**config.mk**
```make
export PLATFORM = sky130hd
export DESIGN_NAME = fault_monitor
export DESIGN_NICKNAME = d
export VERILOG_FILES = /design/src/source/motor_ctrl_pkg.sv /design/src/source/fault_monitor.sv
export SDC_FILE = /design/constraint.sdc
export NUM_CORES = 1
export LEC_CHECK = 0
export BUFFER_PORTS_ARGS = -buffer_cell sky130_fd_sc_hd__buf_2
export CORE_MARGIN = 10
export CORE_UTILIZATION = 30
export CTS_BUF_LIST = sky130_fd_sc_hd__clkbuf_2 sky130_fd_sc_hd__clkbuf_4 sky130_fd_sc_hd__clkbuf_8
export DETAILED_ROUTE_END_ITERATION = 12
export GPL_TIMING_DRIVEN = 0
export SYNTH_ARGS = -nofsm -noshare
export SYNTH_HDL_FRONTEND = slang
export SYNTH_SLANG_ARGS = --single-unit
```
**constraint.sdc**
```tcl
create_clock -name clk -period 2.45 [get_ports clk]
set_input_delay 0 -clock clk [delete_from_list [all_inputs] [get_ports clk]]
set_output_delay 0 -clock clk [all_outputs]
set_load 0.01 [all_outputs]
```
**src/source/motor_ctrl_pkg.sv**
```systemverilog
// Axis count is fixed at four by the register map; all current words are signed 16-bit.
package motor_ctrl_pkg;

    localparam int num_axes = 4; // Set by the register map.

    // Host word addresses, in register map order.
    typedef enum logic [4:0] {
        addr_status   = 5'h00,
        addr_intflag  = 5'h01,
        addr_fault    = 5'h02,
        addr_position = 5'h03,
        addr_encoder1 = 5'h04,
        addr_encoder2 = 5'h05,
        addr_encoder3 = 5'h06,
        addr_encoder4 = 5'h07,
        addr_imeasd1  = 5'h08,
        addr_imeasq1  = 5'h09,
        addr_imeasd2  = 5'h0a,
        addr_imeasq2  = 5'h0b,
        addr_imeasd3  = 5'h0c,
        addr_imeasq3  = 5'h0d,
        addr_imeasd4  = 5'h0e,
        addr_imeasq4  = 5'h0f,
        addr_irefd1   = 5'h10,
        addr_irefq1   = 5'h11,
        addr_irefd2   = 5'h12,
        addr_irefq2   = 5'h13,
        addr_irefd3   = 5'h14,
        addr_irefq3   = 5'h15,
        addr_irefd4   = 5'h16,
        addr_irefq4   = 5'h17,
        addr_kp       = 5'h18,
        addr_ki       = 5'h19
    } reg_addr_e;

    typedef struct packed {
        logic signed [15:0] d; // Direct axis.
        logic signed [15:0] q; // Quadrature axis.
    } dq_pair_t;

    typedef struct packed {
        logic [1:0] axis;    // Source axis, 0 to 3.
        dq_pair_t   voltage; // Voltage command for that axis.
    } voltage_cmd_t;

    // All bits active low, bit n is axis n+1.
    typedef struct packed {
        logic [3:0] driver_otw_n;
        logic [3:0] driver_fault_n;
        logic [3:0] hall_fault_n;
        logic [3:0] encoder_fault_n;
    } fault_status_t;

endpackage
```
**src/source/fault_monitor.sv**
```systemverilog
// Encoder faults are shown in STATUS only; they neither latch the fault nor raise a flag.
`timescale 1ns/1ps

module fault_monitor (
    input  logic                          clk,
    input  logic                          reset,
    input  motor_ctrl_pkg::fault_status_t status,
    input  logic                          fault_set,
    input  logic                          fault_clear,
    input  logic                          intflag_read,
    output logic                          fault,
    output logic                          irq,
    output logic [11:0]                   intflags
);

    logic [11:0] watched;      // Driver OTW, driver fault and Hall bits.
    logic [11:0] watched_prev; // Same bits, one cycle old.
    logic [11:0] falling;      // 1 to 0 transitions this cycle.

    assign watched = {status.driver_otw_n, status.driver_fault_n, status.hall_fault_n};

    // Edge detectors are blind during a clear pulse.
    assign falling = watched_prev & ~watched & {12{~fault_clear}};

    // **************************************************
    // Flags, irq and fault latch.
    // **************************************************
    always_ff @(posedge clk or posedge reset) begin
        if (reset) begin
            watched_prev <= '1; // Idle state is no fault.
            intflags     <= '1;
            irq          <= 1'b0;
            fault        <= 1'b0;
        end else begin
            watched_prev <= watched;
            // A read restores all ones, but a new edge still clears its bit.
            intflags <= (intflags | {12{intflag_read}}) & ~falling;
            irq      <= ~&intflags; // Any flag at 0.
            if (~&watched) begin
                fault <= 1'b1;      // Condition present.
            end else if (fault_set) begin
                fault <= 1'b1;      // Set wins over clear.
            end else if (fault_clear) begin
                fault <= 1'b0;
            end
        end
    end

    // irq rises only after a watched status bit went low.
    irq_from_status: assert property (@(posedge clk) disable iff (reset)
        $rose(irq) |-> $past(~&watched, 2));

endmodule

```
==> reports/metrics.yaml <==
die_w_um: 75.4
cp-endpoint: "irq"
rows: 20
antenna_found_initial: 0
cap_violations: 0
final_cell_mix: "31 x buf_2, 24 x dfstp_2, 16 x dlygate4sd3_1, 13 x inv_1, 11 x o32a_1"
cts_tree: "done"
drc: 0
clock-sinks: 26
skew_ns: 0.00574
post_cts_buffers: 0
power.share.combinational_pct: 12.3
routedWlPerCell_um: 15.4
status: "finished clean"
cp-startpoint: "intflags[11]"
pin_count: 35
yosys_warnings: 0
routed_via_density: 4.81
tns_ns: 0
cp_slowest_cell: "dfstp_2"
switchingPower_uw: 188
die_h_um: 75.4
r2r_end: "irq"
cts_max_path_buffers: 2
worstSetupEndpointType: "flip-flop"
cts_resized: 0
fin_crit_sh_pct: 47.4
filler_cell_count: 295
ir_drop_mv: 0.438
die_area_um2: 5690
synth.yosys.seq_area_share_pct: 73.9
clk_latency_ns: 0.32
slowest_delay_ns: 0.57
timing.rr.start: "intflags[11]"
ctsHoldBuffers: 16
worst_slew_pin_slew_ns: 0.928
synthCells: 64
crit_required_ns: 2.66
dp_cells: 127
switching_share_pct: 21.2
cp_data_arrival_time_ns: 1.37
p_seq_share_pct: 55.5
cp-start-kind: "flip-flop"
setup_ws_ns: 1.29
gp_congestion: 0.660
crit_fanout: 3
grt_pass1_vias: 802
setup_viol: 0
vias: 707
cts-root-buf: "clkbuf_4"
finalNonFillerCells: 147
grt_max_degree: 27
max_freq_mhz: 861
grt_usage_pct: 8.85
ys_ff_latch: 26
crit_family: "flip-flops"
drt-total-wl_um: 2270
diodes: 0
pre_cts_ws_ns: 1.30
synthesis.area_um2: 921
hold_violations: 0
cp_num_buf_inv: 0
core_um2: 3000
hold_class: "input port to flip-flop"
syn_nets: 85
p_leak_nw: 0.582
intPower_uw: 698
final_area_um2: 1330
avgSynthCellArea_um2: 14.4
dpl_cell_area_um2: 1110
hpwlAfterDp_um: 1650
drive_gt1_share_pct: 51.8
io_buffers: 30
cp_num_cells: 2
grt_pass1_wl_um: 3790
numCtsBuffers: 3
initial_core_util_pct: 30.7
htreeDepth: 1
holdWs_ns: 0.326
final_common_cell: "buf_2"
drt-pass1-iter-count: 4
reg2reg_depth: 2
antenna_left: 0
worstPathCellList: "nand4_1, or3_1"
post_synth_num_cell_types: 13
power_frac_clock_pct: 32.2
cts.clk_slew.worst_paths_ns: 0.13
final_max_slew_viol_count: 0
grt-ovfl-total: 0
reg2reg_slack_ns: 1.29
relSlewSlack_pct: 38.0
fin_nets: 136
first_iter_violations: 29
powerDensity_nw_per_um2: 669
finish.utilization_pct: 44.1
path_class: "flip-flop to flip-flop"
area_growth_pct: 43.9
fin_crit_ns: 1.16
rsz0062_at_grt: "false"
fin_total_pwr_uw: 886
[cell type report]
type	count	area, µm²	area share (%)
plain buffers	2	8.76	0.661
clock buffers	3	22.5	1.70
clock inverters	1	30.0	2.27
inverters	13	48.8	3.68
multi-input cells	23	183	13.8
flip-flops and latches	26	681	51.4
well taps	33	41.3	3.12
repair buffers	46	310	23.4
[Yosys cell counts]
cell	n	area share, %
nand4_1	5	3.4
inv_1	13	5.3
o211ai_1	1	0.82
a21oi_1	1	0.54
nand3b_1	1	0.82
or3_1	1	0.68
dfstp_2	24	68
o32a_1	11	12
dfrtp_1	2	5.4
or4_1	1	0.82
nor2_1	2	0.82
buf_2	1	0.54
clkbuf_1	1	0.41
[cells by family after synthesis]
group	count (synthesis)	share of synthesized area (%)
buffers and inverters	15	6.25
DFF	26	73.9
AOI/OAI and AO/OA	13	13.3
and+or+nand+nor	10	6.52
[state kept, by name, summed over array words and instances (netlist names)]
| name | count |
|---|---|
| intflags | 12 |
| watched_prev | 12 |
| fault | 1 |
| irq | 1 |
[worst register-to-register path, delay by kind of cell, from the launching register on]
family           cells  cell delay, ns
flip-flops           1            0.57
AND/OR/NAND/NOR      2            0.49
[how the worst min path moves through the flow]
stage	depth (start not counted)	startpoint	slack (ns)	to
global placement	1	status[4]	0.13	watched_prev[0]
finish	2	status[11]	0.33	watched_prev[7]
floorplan	0	status[4]	0.004	watched_prev[0]
global route	2	status[8]	0.30	watched_prev[4]
detailed placement	1	status[15]	0.13	watched_prev[11]
CTS	2	status[10]	0.31	watched_prev[6]
[power by group through the flow]
stage	clock network, mW	registers [mW]	logic, mW
2_1_floorplan	0	0.505	0.0351
3_3_place_gp	0	0.497	0.0895
3_5_place_dp	0	0.499	0.0918
4_1_cts	0.295	0.493	0.112
5_1_grt	0.317	0.497	0.122
6_report	0.285	0.492	0.109
[per-layer routing]
metal	routed length [µm]	GRT usage, %	vias up	share of wire, %
met3	160	4.30	4	7.1
met2	1160	14.6	16	51
met1	923	9.67	358	41
li1	-	-	329	-
met4	26	3.09	0	1.1
met5	0	0	-	0
Power figures use the tool's default switching activity.
