## src/source/motor_ctrl_pkg.sv

```systemverilog
// Axis count is fixed at four by the register map; all current words are signed 16-bit.
package motor_ctrl_pkg;

    localparam int num_axes = 4; // Set by the register map.

    // Host word addresses, in register map order.
    typedef enum logic [4:0] {
        addr_status   = 5'h00,
        addr_intflag  = 5'h01,
        addr_fault    = 5'h02,
        addr_position = 5'h03,
        addr_encoder1 = 5'h04,
        addr_encoder2 = 5'h05,
        addr_encoder3 = 5'h06,
        addr_encoder4 = 5'h07,
        addr_imeasd1  = 5'h08,
        addr_imeasq1  = 5'h09,
        addr_imeasd2  = 5'h0a,
        addr_imeasq2  = 5'h0b,
        addr_imeasd3  = 5'h0c,
        addr_imeasq3  = 5'h0d,
        addr_imeasd4  = 5'h0e,
        addr_imeasq4  = 5'h0f,
        addr_irefd1   = 5'h10,
        addr_irefq1   = 5'h11,
        addr_irefd2   = 5'h12,
        addr_irefq2   = 5'h13,
        addr_irefd3   = 5'h14,
        addr_irefq3   = 5'h15,
        addr_irefd4   = 5'h16,
        addr_irefq4   = 5'h17,
        addr_kp       = 5'h18,
        addr_ki       = 5'h19
    } reg_addr_e;

    typedef struct packed {
        logic signed [15:0] d; // Direct axis.
        logic signed [15:0] q; // Quadrature axis.
    } dq_pair_t;

    typedef struct packed {
        logic [1:0] axis;    // Source axis, 0 to 3.
        dq_pair_t   voltage; // Voltage command for that axis.
    } voltage_cmd_t;

    // All bits active low, bit n is axis n+1.
    typedef struct packed {
        logic [3:0] driver_otw_n;
        logic [3:0] driver_fault_n;
        logic [3:0] hall_fault_n;
        logic [3:0] encoder_fault_n;
    } fault_status_t;

endpackage
```

## src/source/voltage_arbiter.sv

```systemverilog
// Single output register; an axis waits at most three grants behind the others.
`timescale 1ns/1ps

module voltage_arbiter (
    input  logic                                clk,
    input  logic                                reset,
    input  logic [motor_ctrl_pkg::num_axes-1:0] cmd_valid,
    output logic [motor_ctrl_pkg::num_axes-1:0] cmd_ready,
    input  motor_ctrl_pkg::dq_pair_t            cmd [motor_ctrl_pkg::num_axes],
    output logic                                out_valid,
    input  logic                                out_ready,
    output motor_ctrl_pkg::voltage_cmd_t        out_cmd
);
    import motor_ctrl_pkg::*;

    logic [1:0] last_grant; // Most recent winner.
    logic [1:0] scan;       // Candidate during the search.
    logic [1:0] pick;       // Winner this cycle.
    logic       found;      // Some axis requests.
    logic       free;       // Output register empty or draining.

    assign free = !out_valid || out_ready; // Refill in the draining cycle.

    // Search starts just after the last winner.
    always_comb begin
        pick  = last_grant;
        found = 1'b0;
        for (int i = 1; i <= num_axes; i++) begin
            scan = last_grant + 2'(i);
            if (!found && cmd_valid[scan]) begin
                pick  = scan;
                found = 1'b1;
            end
        end
    end

    always_comb begin
        for (int i = 0; i < num_axes; i++) begin
            cmd_ready[i] = free && found && (pick == 2'(i));
        end
    end

    always_ff @(posedge clk or posedge reset) begin
        if (reset) begin
            out_valid  <= 1'b0;
            last_grant <= '0;
        end else if (free) begin
            out_valid <= found;
            if (found) begin
                last_grant <= pick;
            end
        end
    end

    always_ff @(posedge clk) begin
        if (free && found) begin
            out_cmd.axis    <= pick;
            out_cmd.voltage <= cmd[pick];
        end
    end

    out_hold: assert property (@(posedge clk) disable iff (reset)
        out_valid && !out_ready |=> out_valid && $stable(out_cmd));

endmodule

```

## config.mk

```make
export PLATFORM = sky130hd
export DESIGN_NAME = voltage_arbiter
export DESIGN_NICKNAME = d
export VERILOG_FILES = /design/src/source/motor_ctrl_pkg.sv /design/src/source/voltage_arbiter.sv
export SDC_FILE = /design/constraint.sdc
export NUM_CORES = 1
export LEC_CHECK = 0
export BUFFER_PORTS_ARGS = -buffer_cell sky130_fd_sc_hd__buf_2
export CORE_AREA = 2 2 92 94
export DETAILED_ROUTE_END_ITERATION = 10
export DIE_AREA = 0 0 94 96
export GPL_TIMING_DRIVEN = 0
export MAX_ROUTING_LAYER = met4
export PLACE_DENSITY = 0.77
export SLEW_MARGIN = 20
export SYNTH_ARGS = -nofsm -noshare
export SYNTH_HDL_FRONTEND = slang
export SYNTH_SLANG_ARGS = --single-unit
```

## constraint.sdc

```tcl
create_clock -name clk -period 2.7 [get_ports clk]
set_input_delay 0.135 -clock clk [delete_from_list [all_inputs] [get_ports clk]]
set_output_delay 0.135 -clock clk [all_outputs]
set_load 0.02 [all_outputs]
```

==> results.py, run 1 <==
metrics = {
    "finish": {
        "regArea_sq_mm": 0.00110,
        "multi_input_area_sq_mm": 0.00155,
        "post-route-util_pct": 52.6,
        "layout_commonest_cell": "buf_2",
        "finalInstanceArea_sq_mm": 0.00424,
        "final_cell_mix": "189 x buf_2, 67 x inv_1, 65 x a32oi_1",
        "area_growth_pct": 34.4,
        "nNetsFinal": 656,
        "n_fill_cell": 789,
        "drive_above_1_share_pct": 40.2,
        "antennaDiodeCount": 0,
    },
    "placed_design": {
        "numPortBuffers": 172,
        "dp_hpwl_microns": 7860,
        "placed_cell_area_sq_mm": 0.00414,
        "globalplace.congestion": 0.829,
    },
    "grt": {
        "grt_pass1_wl_microns": 15500,
        "grt_usage_pct": 22.6,
        "met2_usage_pct": 40.4,
        "busiest_layer": "met2",
        "gr-usage-met1_pct": 25.6,
        "grt_pass1_vias": 3419,
        "antenna_found_initial": 0,
        "grt_overflow_total": 0,
        "met3_usage_pct": 3.21,
        "grt_max_degree": 36,
    },
    "sta": {
        "fin_hold_ws_ps": 149,
        "final.setup_skew_ps": 6.06,
        "final.min_clock_period_ps": 2320,
        "tightestPinTransition_ps": 920,
        "slew-limit-headroom_pct": 38.3,
        "setup-violations-final": 0,
        "fmax_ghz": 0.431,
        "finalCritPeriodShare_pct": 85.8,
        "setup_tns_ps": 0,
        "slew_viol_final": 0,
        "rsz0062_at_grt": "false",
        "hold_violations": 0,
    },
    "yosys": {
        "ys_types": 27,
        "synth_seq_area_share_pct": 34.8,
        "synth-seq-cells": 37,
        "netlist_instances": 341,
        "syn_nets": 476,
        "yosysWarnings": 0,
        "syn_area_per_cell_sq_um": 9.24,
        "syn-cell-area_sq_mm": 0.00315,
    },
    "cts": {
        "clockRootBuffer": "clkbuf_8",
        "cts_max_level": 2,
        "cts_tree": "yes",
        "clockBufferDepth": 2,
        "cts_setup_buffers": 0,
        "cts.clk_slew.worst_paths_ps": 70,
        "worstSkewPairLatency_ps": 290,
        "clock_sinks": 37,
        "tritoncts.num_buffers": 5,
    },
    "worst_setup_path": {
        "worst-endpoint-arrival_ps": 2350,
        "crit_path_start_kind": "register",
        "path_class": "reg -> reg",
        "crit_required_ps": 2730,
        "critPathMaxFanout": 10,
        "cp-end-kind": "register",
    },
    "floorplanning": {
        "initial_core_util_pct": 39.1,
        "dieArea_sq_mm": 0.00902,
        "core_area_sq_mm": 0.00805,
        "die_w_microns": 94,
        "dieHeight_microns": 96,
        "ios": 174,
        "rows": 33,
    },
    "power": {
        "p_leak_nw": 2.05,
        "ir_drop_mv": 0.362,
        "total_power_mw": 3.74,
        "power_density_mw_per_mm2": 882,
    },
    "detailed_routing": {
        "drc": 0,
        "drt_pass1_iterations": 5,
        "drt_iter0_drc": 151,
        "viasPerCell": 5.68,
        "wl_microns": 10500,
        "postRouteAntennaNets": 0,
        "post_drt_wl_per_cell_microns": 16.8,
        "vias": 3559,
    },
    "min_path": {
        "hold_class": "in -> reg",
    },
    "status": {
        "status": "completed",
    },
    "flow_run": {
        "cap_violations": 0,
    },
}
[cell type report]
type	count	share of cell area [%]
multi-input combinational	189	36.7
sequential	37	25.9
timing repair buffer	173	20.6
inverter	69	6.12
buffer	46	5.73
tap	105	3.10
clock buffer	6	1.71
clock inverter	2	0.236
[timing repair]
action / 4_1_cts / 5_1_grt
hold buffers: 1 / 0
resized for setup: 0 / 0
hold endpoints to repair: 3 / 0
[flip-flops by register name (all words and copies together), names as in the netlist]
name / flops
last_grant: 2
out_valid: 1
out_cmd: 34
[critical path, cell delays in order, from the launching register on]
cell	delay, ps
dfrtp_1	360
buf_4	160
nor3_2	700
clkbuf_1	400
a211oi_1	100
a32oi_1	240
mux2i_1	100
[power by group]
group / total [mW] / switching (mW) / internal (mW)
Sequential: 1.00 / 0.0642 / 0.938
Clock: 0.382 / 0.203 / 0.179
Combinational: 2.35 / 1.45 / 0.901
[Yosys cell counts]
library cell | number | share of area, %
a32oi_1 | 65 | 18
nand2b_1 | 3 | 0.60
buf_2 | 17 | 2.7
nor2b_1 | 2 | 0.40
edfxtp_1 | 34 | 32
inv_1 | 68 | 8.1
o41ai_2 | 1 | 0.52
nand2_1 | 3 | 0.36
nor3_1 | 4 | 0.64
o31a_1 | 1 | 0.28
a211oi_2 | 1 | 0.40
dfrtp_1 | 3 | 2.4
inv_2 | 1 | 0.12
o21ai_1 | 1 | 0.16
clkbuf_1 | 21 | 2.5
buf_6 | 5 | 1.8
a211oi_1 | 64 | 15
mux2i_1 | 33 | 10
buf_4 | 3 | 0.71
nor3_2 | 1 | 0.32
nand3_1 | 1 | 0.16
nor2_1 | 3 | 0.36
or3b_1 | 1 | 0.28
a21oi_1 | 2 | 0.32
o21ai_2 | 1 | 0.28
o21a_1 | 1 | 0.24
and2_1 | 1 | 0.20
[cells by family (layout without fill, tap and decap cells)]
group	count (synthesis)	in the layout	share of synthesized area, %
flops	37	37	34.8
mux	33	33	10.5
compound gates	137	137	35.5
simple gates	19	19	3.30
buf+inv	115	296	15.9
[per-stage QoR]
stage / cells / worst slack (ps)
finish: 627 / 382
global route: 627 / 222
CTS: 627 / 348
detailed placement: 618 / 444
global placement: 618 / 509
floorplan: 341 / 789
[path summary, 6_finish.rpt]
kind                            cells after the start                 startpoint                   endpoint  slack (ps)
worst max-delay path                                6  last_grant[1]$_DFFE_PP0P_       out_cmd[8]$_DFFE_PP_         380
worst min-delay path                                3               cmd_valid[0]      out_valid$_DFFE_PP0P_         150
worst max register to register                      6  last_grant[1]$_DFFE_PP0P_       out_cmd[8]$_DFFE_PP_         380
worst min register to register                      2      out_valid$_DFFE_PP0P_      out_valid$_DFFE_PP0P_         530
max in group asynchronous                           3                      reset      out_valid$_DFFE_PP0P_        2340
min in group asynchronous                           3                      reset  last_grant[0]$_DFFE_PP0P_         240
[per-layer routing]
metal,vias up,wire length (microns)
li1,1696,-
met1,1662,4180
met2,181,5220
met3,20,866
met4,0,240
met5,-,0
Note: power is estimated with default switching activity, not from simulation.
==> inputs of run 2 (changes only) <==
--- a/config.mk
+++ b/config.mk
@@ -6,12 +6,12 @@
 export NUM_CORES = 1
 export LEC_CHECK = 0
 export BUFFER_PORTS_ARGS = -buffer_cell sky130_fd_sc_hd__buf_2
-export CORE_AREA = 2 2 92 94
+export CORE_AREA = 2 2 87 89
 export DETAILED_ROUTE_END_ITERATION = 10
-export DIE_AREA = 0 0 94 96
+export DIE_AREA = 0 0 89 91
 export GPL_TIMING_DRIVEN = 0
 export MAX_ROUTING_LAYER = met4
-export PLACE_DENSITY = 0.77
+export PLACE_DENSITY = 0.85
 export SLEW_MARGIN = 20
 export SYNTH_ARGS = -nofsm -noshare
 export SYNTH_HDL_FRONTEND = slang
==> run 2 against run 1 <==
Via count shrank 1.5%. Count of clock-buffer cells in the layout down 1. Total power shrank 0.85%. Worst hold slack improved by 4.8 ps. Flip-flop and latch count is the same. Critical path depth grew 2. Largest power group unchanged. Routed wire length is 6.2% lower. Critical endpoint is now cmd_ready[1].
==> results.py, run 2 (synthesized netlist as in run 1, its figures left out) <==
metrics = {
    "status": {
        "status": "completed",
    },
    "power": {
        "power_density_mw_per_mm2": 876,
        "switching_share_pct": 45.7,
        "clock_power_share_pct": 10.1,
        "p_int_mw": 2.01,
        "p_leak_nw": 2.05,
        "ir_drop_mv": 0.418,
        "sequentialPowerShare_pct": 26.9,
        "comb_power_share_pct": 63.0,
        "total_power_mw": 3.70,
        "p_switching_mw": 1.69,
    },
    "worst_setup_path": {
        "crit_top_cell": "buf_2",
        "slowest_stage": "dfrtp_1",
        "ff2ff_path_depth": 6,
        "r2r_slack_ps": 450,
        "reg2reg_from": "last_grant[1]$_DFFE_PP0P_",
        "path_cells": "buf_4, nand2b_1, a32oi_1, buf_2, and2_1, inv_2, nor3_1, buf_2",
        "crit_required_ps": 2570,
        "r2r_end": "out_cmd[21]$_DFFE_PP_",
        "crit_path_start_kind": "register",
        "worst-endpoint-arrival_ps": 2170,
        "critPathMaxStageDelay_ps": 370,
        "path_class": "reg -> out",
        "cp-end-kind": "output pin",
        "critPathMaxFanout": 10,
    },
    "detailed_routing": {
        "vias": 3506,
        "drt_iter0_drc": 220,
        "viasPerCell": 5.65,
        "wl_microns": 9860,
        "drt_pass1_iterations": 4,
        "drc": 0,
        "postRouteAntennaNets": 0,
        "post_drt_wl_per_cell_microns": 15.9,
    },
    "cts": {
        "clockRootBuffer": "clkbuf_8",
        "ctsResizeCount": 0,
        "tritoncts.num_buffers": 5,
        "holdBufCountCts": 1,
        "worstSkewPairLatency_ps": 280,
        "clockBufferDepth": 2,
        "cts.clk_slew.worst_paths_ps": 80,
        "cts_setup_buffers": 0,
        "clock_sinks": 37,
        "cts_max_level": 2,
        "cts_tree": "yes",
    },
    "placed_design": {
        "post-place-cells": 612,
        "numPortBuffers": 172,
        "globalplace.congestion": 0.887,
        "dp_hpwl_microns": 7400,
    },
    "sta": {
        "rsz0062_at_grt": "false",
        "finalCritPeriodShare_pct": 85.4,
        "tightestPinTransition_ps": 812,
        "setup_tns_ps": 0,
        "final.min_clock_period_ps": 2300,
        "slew_viol_final": 0,
        "hold_violations": 0,
        "slew-limit-headroom_pct": 45.6,
        "final.setup_skew_ps": 7.87,
        "setup-violations-final": 0,
        "fmax_ghz": 0.434,
    },
    "finish": {
        "nNetsFinal": 656,
        "antennaDiodeCount": 0,
        "area_growth_pct": 34.2,
        "final_cell_count_no_fill": 621,
        "n_fill_cell": 689,
        "drive_above_1_share_pct": 40.0,
        "reg.largest.list": "out_cmd: 34 flops, last_grant: 2 flops, out_valid: 1 flops",
        "layout_commonest_cell": "buf_2",
        "largest_reg_flops": 34,
        "final_cell_mix": "189 x buf_2, 67 x inv_1, 65 x a32oi_1",
        "top_register": "out_cmd",
    },
    "min_path": {
        "holdPathEnd": "out_valid$_DFFE_PP0P_",
        "hold_start": "cmd_valid[0]",
        "hold_class": "in -> reg",
        "hold_depth": 3,
    },
    "flow_run": {
        "cap_violations": 0,
    },
    "floorplanning": {
        "ios": 174,
        "initial_core_util_pct": 44.1,
        "rows": 31,
        "die_w_microns": 89,
        "dieHeight_microns": 91,
        "core_area_sq_mm": 0.00714,
        "dieArea_sq_mm": 0.00810,
    },
    "grt": {
        "grt_usage_pct": 24.0,
        "grt_overflow_total": 0,
        "grt_max_degree": 36,
        "grt_pass1_vias": 3255,
        "antenna_found_initial": 0,
        "grt_pass1_wl_microns": 14900,
    },
}
## run 2: routing by layer
metal	vias to the layer above	part of all wire, %	track usage [%]
met3	12	6.9	2.82
li1	1695	-	-
met4	0	1.4	5.97
met2	165	51	42.6
met1	1634	41	28.6
met5	-	0	-
## run 2: worst max path at each step
stage / start / to / slack, ps / cells after the start
2_1_floorplan: last_grant[1]$_DFFE_PP0P_ / cmd_ready[2] / 790 / 6
3_3_place_gp: cmd_valid[1] / out_cmd[22]$_DFFE_PP_ / 480 / 3
3_5_place_dp: last_grant[1]$_DFFE_PP0P_ / out_cmd[22]$_DFFE_PP_ / 490 / 6
4_1_cts: last_grant[1]$_DFFE_PP0P_ / cmd_ready[1] / 370 / 8
5_1_grt: last_grant[1]$_DFFE_PP0P_ / out_cmd[22]$_DFFE_PP_ / 170 / 6
6_report: last_grant[1]$_DFFE_PP0P_ / cmd_ready[1] / 400 / 8
## run 2: area by class of cell
cell class                      count  area [sq um]  area share (%)
Buffer                             46           243            5.74
Clock buffer                        5          68.8            1.63
Timing Repair Buffer              173           871            20.6
Sequential cell                    37          1100            25.9
Inverter                           69           259            6.13
Tap cell                           99           124            2.93
Clock inverter                      3          12.5           0.296
Multi-Input combinational cell    189          1550            36.7
## run 2: critical path: cells and delay by family (launching register included)
| family | cells | cell delay, ps |
|---|---|---|
| buffers and inverters | 4 | 710 |
| AND/OR/NAND/NOR | 3 | 530 |
| flip-flops | 1 | 370 |
| AO/OA/AOI/OAI | 1 | 260 |
## run 2: power by group through the flow
| stage | logic, mW | registers, mW | clock network (mW) |
|---|---|---|---|
| final | 2.33 | 0.995 | 0.376 |
| after floorplan | 1.42 | 1.26 | 0 |
| after global routing | 2.54 | 1.02 | 0.401 |
| after global placement | 2.26 | 1.00 | 0 |
| after CTS | 2.32 | 0.997 | 0.383 |
| after detailed placement | 2.31 | 1.01 | 0 |
## run 2: stage by stage
stage | instance area [sq um] | hold WS, ps | worst slack [ps] | util (%)
6_report | 4230 | 154 | 395 | 59.2
2_1_floorplan | 3150 | -111 | 789 | -
3_5_place_dp | 4140 | 3.35 | 488 | 57.9
5_1_grt | 4230 | 184 | 172 | 59.2
3_3_place_gp | 4140 | 3.05 | 481 | 57.9
4_1_cts | 4230 | 149 | 372 | 59.2
