==> src/source/motor_ctrl_pkg.sv <==
// Axis count is fixed at four by the register map; all current words are signed 16-bit.
package motor_ctrl_pkg;

    localparam int num_axes = 4; // Set by the register map.

    // Host word addresses, in register map order.
    typedef enum logic [4:0] {
        addr_status   = 5'h00,
        addr_intflag  = 5'h01,
        addr_fault    = 5'h02,
        addr_position = 5'h03,
        addr_encoder1 = 5'h04,
        addr_encoder2 = 5'h05,
        addr_encoder3 = 5'h06,
        addr_encoder4 = 5'h07,
        addr_imeasd1  = 5'h08,
        addr_imeasq1  = 5'h09,
        addr_imeasd2  = 5'h0a,
        addr_imeasq2  = 5'h0b,
        addr_imeasd3  = 5'h0c,
        addr_imeasq3  = 5'h0d,
        addr_imeasd4  = 5'h0e,
        addr_imeasq4  = 5'h0f,
        addr_irefd1   = 5'h10,
        addr_irefq1   = 5'h11,
        addr_irefd2   = 5'h12,
        addr_irefq2   = 5'h13,
        addr_irefd3   = 5'h14,
        addr_irefq3   = 5'h15,
        addr_irefd4   = 5'h16,
        addr_irefq4   = 5'h17,
        addr_kp       = 5'h18,
        addr_ki       = 5'h19
    } reg_addr_e;

    typedef struct packed {
        logic signed [15:0] d; // Direct axis.
        logic signed [15:0] q; // Quadrature axis.
    } dq_pair_t;

    typedef struct packed {
        logic [1:0] axis;    // Source axis, 0 to 3.
        dq_pair_t   voltage; // Voltage command for that axis.
    } voltage_cmd_t;

    // All bits active low, bit n is axis n+1.
    typedef struct packed {
        logic [3:0] driver_otw_n;
        logic [3:0] driver_fault_n;
        logic [3:0] hall_fault_n;
        logic [3:0] encoder_fault_n;
    } fault_status_t;

endpackage
==> src/source/control_registers.sv <==
// No wait states: read data is valid the cycle after the strobe, read and write never together.
`timescale 1ns/1ps

module control_registers (
    input  logic                                clk,
    input  logic                                reset,
    input  logic [4:0]                          address,
    input  logic                                read,
    input  logic                                write,
    input  logic [15:0]                         writedata,
    output logic [15:0]                         readdata,
    input  motor_ctrl_pkg::fault_status_t       status,
    input  logic [3:0]                          pos_error,
    input  logic [3:0]                          pos_uncertain,
    input  logic signed [15:0]                  encoder_count [motor_ctrl_pkg::num_axes],
    input  logic [motor_ctrl_pkg::num_axes-1:0] meas_valid,
    input  logic [motor_ctrl_pkg::num_axes-1:0] meas_ready,
    input  motor_ctrl_pkg::dq_pair_t            meas [motor_ctrl_pkg::num_axes],
    input  logic                                fault,
    input  logic [11:0]                         intflags,
    output logic                                fault_set,
    output logic                                fault_clear,
    output logic                                intflag_read,
    output motor_ctrl_pkg::dq_pair_t            ref_dq [motor_ctrl_pkg::num_axes],
    output logic [15:0]                         kp,
    output logic [15:0]                         ki
);
    import motor_ctrl_pkg::*;

    dq_pair_t    meas_held [num_axes]; // Last accepted measurement per axis.
    logic [15:0] read_word;            // Read mux.

    // **************************************************
    // Readback decode.
    // **************************************************
    // Per-axis words: address[2:1] is the axis, address[0] selects q.
    always_comb begin
        read_word = '0; // Unmapped reads return 0.
        case (address) inside
            addr_status:   read_word = status;
            addr_intflag:  read_word = {intflags, 4'hf}; // Reserved nibble reads as ones.
            addr_fault:    read_word = {15'd0, fault};
            addr_position: read_word = {8'd0, pos_error, pos_uncertain};
            [addr_encoder1:addr_encoder4]: begin
                read_word = encoder_count[address[1:0]];
            end
            [addr_imeasd1:addr_imeasq4]: begin
                read_word = address[0] ? meas_held[address[2:1]].q : meas_held[address[2:1]].d;
            end
            [addr_irefd1:addr_irefq4]: begin
                read_word = address[0] ? ref_dq[address[2:1]].q : ref_dq[address[2:1]].d;
            end
            addr_kp:       read_word = kp;
            addr_ki:       read_word = ki;
            default: ;
        endcase
    end

    // Flags restore at the same edge that samples them.
    assign intflag_read = read && (address == addr_intflag);

    // **************************************************
    // Register storage and strobes.
    // **************************************************
    always_ff @(posedge clk or posedge reset) begin
        if (reset) begin
            readdata    <= '0;
            fault_set   <= 1'b0;
            fault_clear <= 1'b0;
            kp          <= '0;
            ki          <= '0;
            for (int i = 0; i < num_axes; i++) begin
                ref_dq[i]    <= '0;
                meas_held[i] <= '0;
            end
        end else begin
            if (read) begin
                readdata <= read_word; // Holds until the next read.
            end
            // One-cycle pulses toward the fault monitor.
            fault_set   <= write && (address == addr_fault) && writedata[0];
            fault_clear <= write && (address == addr_fault) && writedata[1];
            if (write) begin
                case (address) inside
                    addr_kp: kp <= writedata;
                    addr_ki: ki <= writedata;
                    [addr_irefd1:addr_irefq4]: begin
                        if (address[0]) begin
                            ref_dq[address[2:1]].q <= writedata;
                        end else begin
                            ref_dq[address[2:1]].d <= writedata;
                        end
                    end
                    default: ;
                endcase
            end
            for (int i = 0; i < num_axes; i++) begin
                if (meas_valid[i] && meas_ready[i]) begin
                    meas_held[i] <= meas[i]; // Capture on transfer.
                end
            end
        end
    end

    host_strobe_exclusive: assert property (@(posedge clk) disable iff (reset)
        !(read && write));

endmodule

==> config.mk <==
export PLATFORM = sky130hd
export DESIGN_NAME = control_registers
export DESIGN_NICKNAME = d
export VERILOG_FILES = /design/src/source/motor_ctrl_pkg.sv /design/src/source/control_registers.sv
export SDC_FILE = /design/constraint.sdc
export NUM_CORES = 1
export LEC_CHECK = 0
export BUFFER_PORTS_ARGS = -buffer_cell sky130_fd_sc_hd__buf_2
export CAP_MARGIN = 30
export CORE_AREA = 2 2 165 183
export DETAILED_ROUTE_END_ITERATION = 8
export DIE_AREA = 0 0 167 185
export HOLD_SLACK_MARGIN = 0.15
export PLACE_DENSITY = 0.82
export SYNTH_ARGS = -nofsm -noshare
export SYNTH_HDL_FRONTEND = slang
export SYNTH_SLANG_ARGS = --single-unit
==> constraint.sdc <==
create_clock -name clk -period 9.6 [get_ports clk]
set_clock_uncertainty 0.2 [all_clocks]
set_input_delay 0 -clock clk [delete_from_list [all_inputs] [get_ports clk]]
set_output_delay 0 -clock clk [all_outputs]
set_load 0.005 [all_outputs]
==> metrics, run 1 <==
Distinct cells, synth 53; Synth Instances 1,082; Seq/Total Area, Yosys 0.5121; setup bufs post-CTS 0; Ys Warns 0; Die H 185 um; Avg Cell Area, Syn 13.82 um2; Buffers on Ports 440; Netlist Area Pre-Place 14,950 um2; post-synthesis register bit count 306; synth top area cells dfrtp_1 (51%), mux2_2 (22%), mux4_2 (8.4%); CTS buffer count 31; async set-reset flop share out of synthesis 1.000; Synth Net Count 1,344; clock root cell clkbuf_16; outcome stopped before the end; Stopped at 4_1_cts; CTS sink cnt 306; Longest Clk Path Bufs 3; Row Count 66; post-cts repair resize count 0; Stop Error [ERROR RSZ-0060] Max buffer count reached.; DP HPWL 37.83 mm; initial core utilization 0.5130; Post-CTS Hold Fix Bufs 380; top cell type's share of synthesized area 0.5121; io pins 441; Synth Flop Type dfrtp_1; Synth area leader dfrtp_1; number of synthesized flops with an enable pin 0; CTS H-Tree Depth 1; Post-Place Worst Slack 6.347 ns; Horiz. Die Dim 167 um; Placer Congestion 0.8527
Yosys cell counts, drive strengths merged (4+ instances only):
cell type  count
a211oi         4
a21oi         22
a221o         10
a221oi         8
a22oi         25
a31oi          6
and2           5
buf           76
clkbuf        17
dfrtp        306
inv            5
mux2         288
mux2i         66
mux4          56
nand2         35
nand2b         5
nand3         19
nand4          4
nor2          23
nor2b         15
nor3           9
o21a           7
o21ai         19
o221ai         6
o22ai          6
o32ai          4
or2            4
per-stage QoR:
step / instance area (um2) / instances
after detailed placement: 17530 / 1827
after global placement: 17290 / 1816
after floorplan: 14950 / 1082
kinds of logic after synthesis:
kind of cell	count (synthesis)	share of synthesized area
mux	410	0.3454
compound gates	138	0.06594
buf+inv	98	0.03163
flops	306	0.5121
simple gates	130	0.04493
==> run 2: changes to the inputs <==
Settings changed: CORE_AREA 2 2 165 183 to 2 2 197 199, DIE_AREA 0 0 167 185 to 0 0 199 201, HOLD_SLACK_MARGIN 0.15 to unset, PLACE_DENSITY 0.82 to unset, PLACE_DENSITY_LB_ADDON set to 0.15.
==> run 2 against run 1 <==
  * The flow now finishes without violations
  * Area after synthesis is the same
  * Synthesized cell count stayed put
==> metrics, run 2 <==
outcome complete, no violations; Placer Congestion 0.8589 (+0.73%); Seq/Total Area, Yosys 0.5121 (unchanged); Power, Total 4.172 mW; Via density 5.351; type of the worst min-delay path primary input to register; Longest Clk Path Bufs 3 (unchanged); share of cells above drive strength 1 0.4811; worst-path fanout max 39; FF-to-FF path depth 6; async set-reset flop share out of synthesis 1.000 (unchanged); Critical Path RT 9.83 ns; Final min period 3.416 ns; antenna violations before repair 6; CTS sink cnt 306 (unchanged); io pins 441 (unchanged); drt drc 0; CTS buffer count 36 (+16%); reg-to-reg startpoint meas_held[22]$_DFFE_PP0P_; Regs by FF count meas_held: 128 flops, ref_dq: 128 flops; Setup Viol. Count Final 0; routed wire length 58.73 mm; Horiz. Die Dim 199 um (+19%); post-layout net count 2,057; clock root cell clkbuf_16; Post-CTS Hold Fix Bufs 306 (-19%); post-cts repair resize count 0 (unchanged); crit start category primary input; Synth Instances 1,082 (unchanged); DRT iter0 DRCs 675; number of synthesized flops with an enable pin 0 (unchanged); multi-input logic area 6828 um2; wire length per cell 25.08 um; r2r endpoint readdata[6]$_DFFE_PP0P_; placed cell area 17,620 um2 (+0.56%); HP Start meas[16]; Buffers on Ports 440 (unchanged); Max Cap Viol 0; worst vdd ir 0.0001518 V; top cell type's share of synthesized area 0.5121 (unchanged); Power Dens Cells 189.3 nW/um2; most frequent cells in the layout buf_2 (437), dfrtp_1 (306), dlygate4sd3_1 (306), mux2_2 (287), mux2i_1 (66); nature of the critical path endpoint register; most common cell after layout, fill and taps aside buf_2; design area 22,040 um2; Seq. cell area 7657 um2; CP max stage cell buf_4; period utilization 0.3559; Post-Place Worst Slack 6.284 ns (-0.06362 ns); vias in the first global route 13,240; setup bufs post-CTS 0 (unchanged); largest net degree at the start of global routing 170; commonest cells in the netlist dfrtp_1 (306), mux2_2 (287), mux2i_1 (66); CTS clock-pin slew for the worst setup and hold paths 0.06 ns; Synth Net Count 1,344 (unchanged); setup_tns 0 ns; Ys Warns 0 (unchanged); DRT Pass-1 Iters 5; core footprint 38,110 um2; CP Cell Sequence buf_4 > buf_4 > nor2_1 > or3_1 > o211ai_1 > nor2_1 > dlygate4sd3_1 > a221o_1 > dlygate4sd3_1; gr usage total 0.2934; DP HPWL 40.74 mm (+7.7%); Worst Hold End meas_held[16]$_DFFE_PP0P_; synth top area cells dfrtp_1 (51%), mux2_2 (22%), mux4_2 (8.4%); CTS tree done; die footprint 40,000 um2; CTS H-Tree Depth 2 (+1); GRT Residual Overflow 0; Leak Pwr 10.27 nW; first-pass GRT wire length 86.16 mm; via count 12,530; Row Count 72 (+9.1%); Synth Flop Type dfrtp_1; synthesis-to-layout area growth 47.37%; Distinct cells, synth 53 (unchanged); Synth area leader dfrtp_1; post-route ant nets 0; Hold Path Stages 3; Slowest Stage Delay on Critical Path 0.65 ns; Pins Over Slew Limit 0; Netlist Area Pre-Place 14,950 um2 (unchanged); initial core utilization 0.3924 (-0.1206); Worst Tran Pin Value 1.070 ns; Clock Latency Late Sink 0.55 ns; Hold Fails Final Rpt 0; Avg Cell Area, Syn 13.82 um2 (unchanged); count leader, synth dfrtp_1; Fmax 292.7 MHz; unrepaired setup endpoints after global routing no; post-synthesis register bit count 306 (unchanged); Slew headroom 0.2865; arrival time worst endpoint 3.64 ns; Worst R2R Setup Slack 6.75 ns; FILL cells 3,185; setup slack after layout 6.184 ns; Setup CP Type primary input to register; Die H 201 um (+8.6%)
-- run 2: worst max-delay path: cells and delay by family --
family                 cells  cell delay [ns]
buffers and inverters      4             2.26
and+or+nand+nor            3             0.90
AOI/OAI and AO/OA          2             0.43
-- run 2: worst max path at each step --
stage / startpoint / end / slack [ns] / depth (start not counted)
floorplan: reset / fault_clear$_DFF_PP0_ / 0.94 / 1
global placement: address[0] / ref_dq[11]$_DFFE_PP0P_ / 6.06 / 6
detailed placement: address[0] / ref_dq[8]$_DFFE_PP0P_ / 6.28 / 7
CTS: address[1] / readdata[8]$_DFFE_PP0P_ / 6.21 / 9
global route: address[1] / readdata[8]$_DFFE_PP0P_ / 5.99 / 9
finish: address[1] / readdata[8]$_DFFE_PP0P_ / 6.18 / 9
-- run 2: logic make-up after synthesis --
kind of cell | count (synthesis) | synth area share
muxes | 410 | 0.3454
DFF | 306 | 0.5121
AOI/OAI and AO/OA | 138 | 0.06594
and+or+nand+nor | 130 | 0.04493
buffers and inverters | 98 | 0.03163
-- run 2: area by class of cell --
cell class              instances  share of cell area
flip-flops and latches        306              0.3475
multi-input cells             678              0.3098
repair buffers                768              0.2520
clock buffers                  53             0.04974
well taps                     518             0.02941
clock inverters                11            0.009936
inverters                       5            0.001192
diodes                          3           0.0003407
-- run 2: through the flow --
step           utilization  hold WS [ns]  cells
3_3_place_gp        0.4594       0.03156   1963
4_1_cts             0.5774     0.0007792   2338
3_5_place_dp        0.4625       -0.1416   1968
6_report            0.5783       0.02942   2342
5_1_grt             0.5783       0.02187   2342
2_1_floorplan            -      -0.04953   1082
-- run 2: routing by layer --
| layer | global-route usage | share of wire | vias up |
|---|---|---|---|
| li1 | - | - | 5505 |
| met1 | 0.3907 | 0.43 | 6483 |
| met2 | 0.4883 | 0.49 | 461 |
| met3 | 0.05780 | 0.059 | 81 |
| met4 | 0.07969 | 0.027 | 2 |
| met5 | 0 | 0.00022 | - |
-- run 2: power by group --
group	switching (mW)	total, mW	internal [mW]
clock network	0.563	1.52	0.954
logic	0.405	0.969	0.563
registers	0.175	1.69	1.51
Power figures use the tool's default switching activity.
==> run 3: changes to the inputs <==
Settings changed: ABC_AREA set to 1, CORE_AREA 2 2 197 199 to 2 2 195 197, DIE_AREA 0 0 199 201 to 0 0 197 199.
Clock period 9.6 ns to 3.1 ns, I/O delays scaled along.
==> run 3 against run 2 <==
  * Sequential share of layout area grew 2.4 points
  * Setup slack lost 6.1 ns
  * Highest routed layer is now met4
  * Hold slack lost 0.0067 ns
  * Clock power grew to 2.9 times the previous value
  * Utilization shrank 2.3 points
  * Critical path type unchanged
  * Critical endpoint is now readdata[10]$_DFFE_PP0P_
  * Largest cell class unchanged
==> metrics, run 3 <==
Row Count 71 (-1.4%); synthesis-to-layout area growth 40.76%; synth top area cells dfrtp_1 (52%), nand2_1 (11%), mux2_2 (7.5%); Distinct cells, synth 34 (-36%); clock root cell clkbuf_16; Hold Path Stages 3 (unchanged); Synth Instances 1,733 (+60%); multi-input logic area 6172 um2 (-9.6%); Setup CP Type primary input to register; number of cells on the critical path 15 (+6); Hold Fails Final Rpt 0 (unchanged); DP HPWL 43.80 mm (+7.5%); Sw Ratio 0.3010 (+0.02700); delay-heaviest family, CP buffers and inverters; Buffers on Ports 440 (unchanged); GRT Residual Overflow 0 (unchanged); Slew headroom 0.3099 (+0.02338); Critical Path RT 3.39 ns (-6.44 ns); Power Dens Cells 583.0 nW/um2 (+210%); share of cells above drive strength 1 0.2804 (-0.2007); Final Non-Filler Cells 2,854 (+22%); met2 Resource Use GR 0.5236 (+0.03536); antenna violations before repair 1 (-5); die footprint 39,200 um2 (-2.0%); CP Cell Sequence buf_2 > inv_2 > nand2_2 > buf_4 > o22a_1 > nand3_1 > nand3_1 > nand2_1 > nand2_1 > nand2_1 > nand2_1 > nand2_1 > dlygate4sd3_1 > nand2_1 > dlygate4sd3_1; nature of the critical path endpoint register; GRT Max-Usage Layer met2; most common cell after layout, fill and taps aside buf_2; hold_ws 0.02277 ns (-0.006651 ns); Placer Congestion 0.8863 (+3.2%); Ys Warns 0 (unchanged); Regs by FF count meas_held: 128 flops, ref_dq: 128 flops; Avg Cell Area, Syn 8.459 um2 (-39%); post-synthesis register bit count 306 (unchanged); largest net degree at the start of global routing 100 (-41%); Slowest Stage Delay on Critical Path 0.55 ns (-0.10 ns); Comb pwr share 0.208 (-0.024); Clock Latency Late Sink 0.56 ns (about the same); setup slack after layout 0.1324 ns (-6.051 ns); worst vdd ir 0.0004270 V (+180%); post-route ant nets 0 (unchanged); type of the worst min-delay path primary input to register; routed wire length 62.03 mm (+5.6%); Clock power frac 0.361 (-0.003); Setup Viol. Count Final 0 (unchanged); most frequent cells in the layout buf_2 (440), nand2_1 (425), dfrtp_1 (306), nor2_1 (253), dlygate4sd3_1 (208); gr usage total 0.3124 (+0.01898); drt drc 0 (unchanged); async set-reset flop share out of synthesis 1.000 (unchanged); Seq/Total Area, Yosys 0.5224 (+0.01027); worst-path fanout max 16 (-59%); CTS clock-pin slew for the worst setup and hold paths 0.05 ns (about the same); Worst Tran Pin Value 1.034 ns (-0.03621 ns); CTS tree done; count leader, synth nand2_1; Synth area leader dfrtp_1; CP max stage cell dlygate4sd3_1; core footprint 37,130 um2 (-2.6%); Post-Place Worst Slack 0.5169 ns (-5.767 ns); DP Cell Count 2,582 (+31%); Pins Over Slew Limit 0 (unchanged); setup bufs post-CTS 0 (unchanged); DRT Pass-1 Iters 5 (unchanged); most frequent cell on the critical path nand2_1; FF-to-FF path depth 11 (+5); Leak Pwr 10.46 nW (+1.8%); post-layout net count 2,617 (+27%); arrival time worst endpoint 3.25 ns (-0.39 ns); via count 14,820 (+18%); DRT iter0 DRCs 976 (+45%); number of synthesized flops with an enable pin 0 (unchanged); Max Cap Viol 0 (unchanged); Netlist Area Pre-Place 14,660 um2 (-2.0%); Seq pwr share 0.431 (+0.027); CTS H-Tree Depth 2 (unchanged); first-pass GRT wire length 89.95 mm (+4.4%); Internal 8.409 mW (+180%); met3 GRT Util 0.07189 (+0.01409); wire length per cell 21.73 um (-13%); Die H 199 um (-1.0%); Longest Clk Path Bufs 3 (unchanged); Seq. cell area 7657 um2 (unchanged); period utilization 0.9573; met1 Usage GRT 0.3886 (-0.002107); Horiz. Die Dim 197 um (-1.0%); CTS buffer count 37 (+2.8%); Synth Flop Type dfrtp_1; Via density 5.192 (-3.0%); Fmax 337.0 MHz; setup_tns 0 ns (unchanged); unrepaired setup endpoints after global routing no; crit start category primary input; Power, Total 12.03 mW (+190%); outcome complete, no violations; io pins 441 (unchanged); sw power 3.621 mW (+220%); commonest cells in the netlist nand2_1 (432), dfrtp_1 (306), nor2_1 (253); CTS sink cnt 306 (unchanged); top cell type's share of synthesized area 0.5224 (+0.01027); WP buf/inv 5 (+1); Synth Net Count 1,995 (+48%); Final min period 2.968 ns; FILL cells 3,443 (+8.1%); vias in the first global route 14,620 (+10%); initial core utilization 0.3948 (+0.002368)
run 3: worst paths after layout:
check | slack [ns] | startpoint | endpoint
setup / recovery | 0.13 | address[1] | readdata[10]$_DFFE_PP0P_
min in group asynchronous | 0.40 | reset | ref_dq[123]$_DFFE_PP0P_
max in group asynchronous | 1.39 | reset | meas_held[7]$_DFFE_PP0P_
setup reg to reg | 0.19 | ref_dq[26]$_DFFE_PP0P_ | readdata[10]$_DFFE_PP0P_
hold reg to reg | 0.28 | readdata[5]$_DFFE_PP0P_ | readdata[5]$_DFFE_PP0P_
hold / removal | 0.02 | meas[5] | meas_held[5]$_DFFE_PP0P_
run 3: metrics by stage:
| step | util | instance area [um2] |
|---|---|---|
| 2_1_floorplan | - | 14660 |
| 3_3_place_gp | 0.4667 | 17330 |
| 3_5_place_dp | 0.4667 | 17330 |
| 4_1_cts | 0.5551 | 20610 |
| 5_1_grt | 0.5557 | 20630 |
| 6_report | 0.5557 | 20630 |
run 3: power groups by stage:
| stage | combinational [mW] | sequential, mW | clock [mW] |
|---|---|---|---|
| after floorplan | 1.11 | 5.11 | 0 |
| after global placement | 2.22 | 5.23 | 0 |
| after detailed placement | 2.26 | 5.23 | 0 |
| after CTS | 2.50 | 5.17 | 4.40 |
| after global routing | 2.76 | 5.25 | 4.57 |
| final | 2.51 | 5.18 | 4.34 |
run 3: logic make-up (layout without fill, tap and decap cells):
logic type | after synthesis | count (layout) | synth area share
multiplexers | 98 | 98 | 0.07528
flip-flops | 306 | 306 | 0.5224
AND/OR/NAND/NOR | 814 | 814 | 0.2270
buffers and inverters | 208 | 854 | 0.05906
AO/OA/AOI/OAI | 307 | 307 | 0.1163
other | 0 | 1 | 0
run 3: final cells by class:
class	count	share of cell area
sequential	306	0.3711
multi-input combinational	1219	0.2991
timing repair buffer	681	0.2227
clock buffer	57	0.05494
tap	474	0.02874
inverter	110	0.02019
clock inverter	6	0.003153
antenna	1	0.0001213
run 3: timing repair:
action,4_1_cts,5_1_grt
setup endpoints to repair,0,11
hold endpoints to repair,612,0
hold buffers,208,0
gates resized for setup,0,5
run 3: worst register-to-register path, cell delays in order (launching register included):
cell and delay, ns:
dfrtp_1 0.40, o22a_1 0.22, nand3_1 0.18, nand3_1 0.13, nand2_1 0.22, nand2_1 0.09
nand2_1 0.07, nand2_1 0.07, nand2_1 0.07, dlygate4sd3_1 0.54, nand2_1 0.05, dlygate4sd3_1 0.55
run 3: layer usage:
metal	up-vias	wire (um)
met4	0	2482
met1	7181	24760
li1	6924	-
met3	119	4703
met5	-	0
met2	593	30080
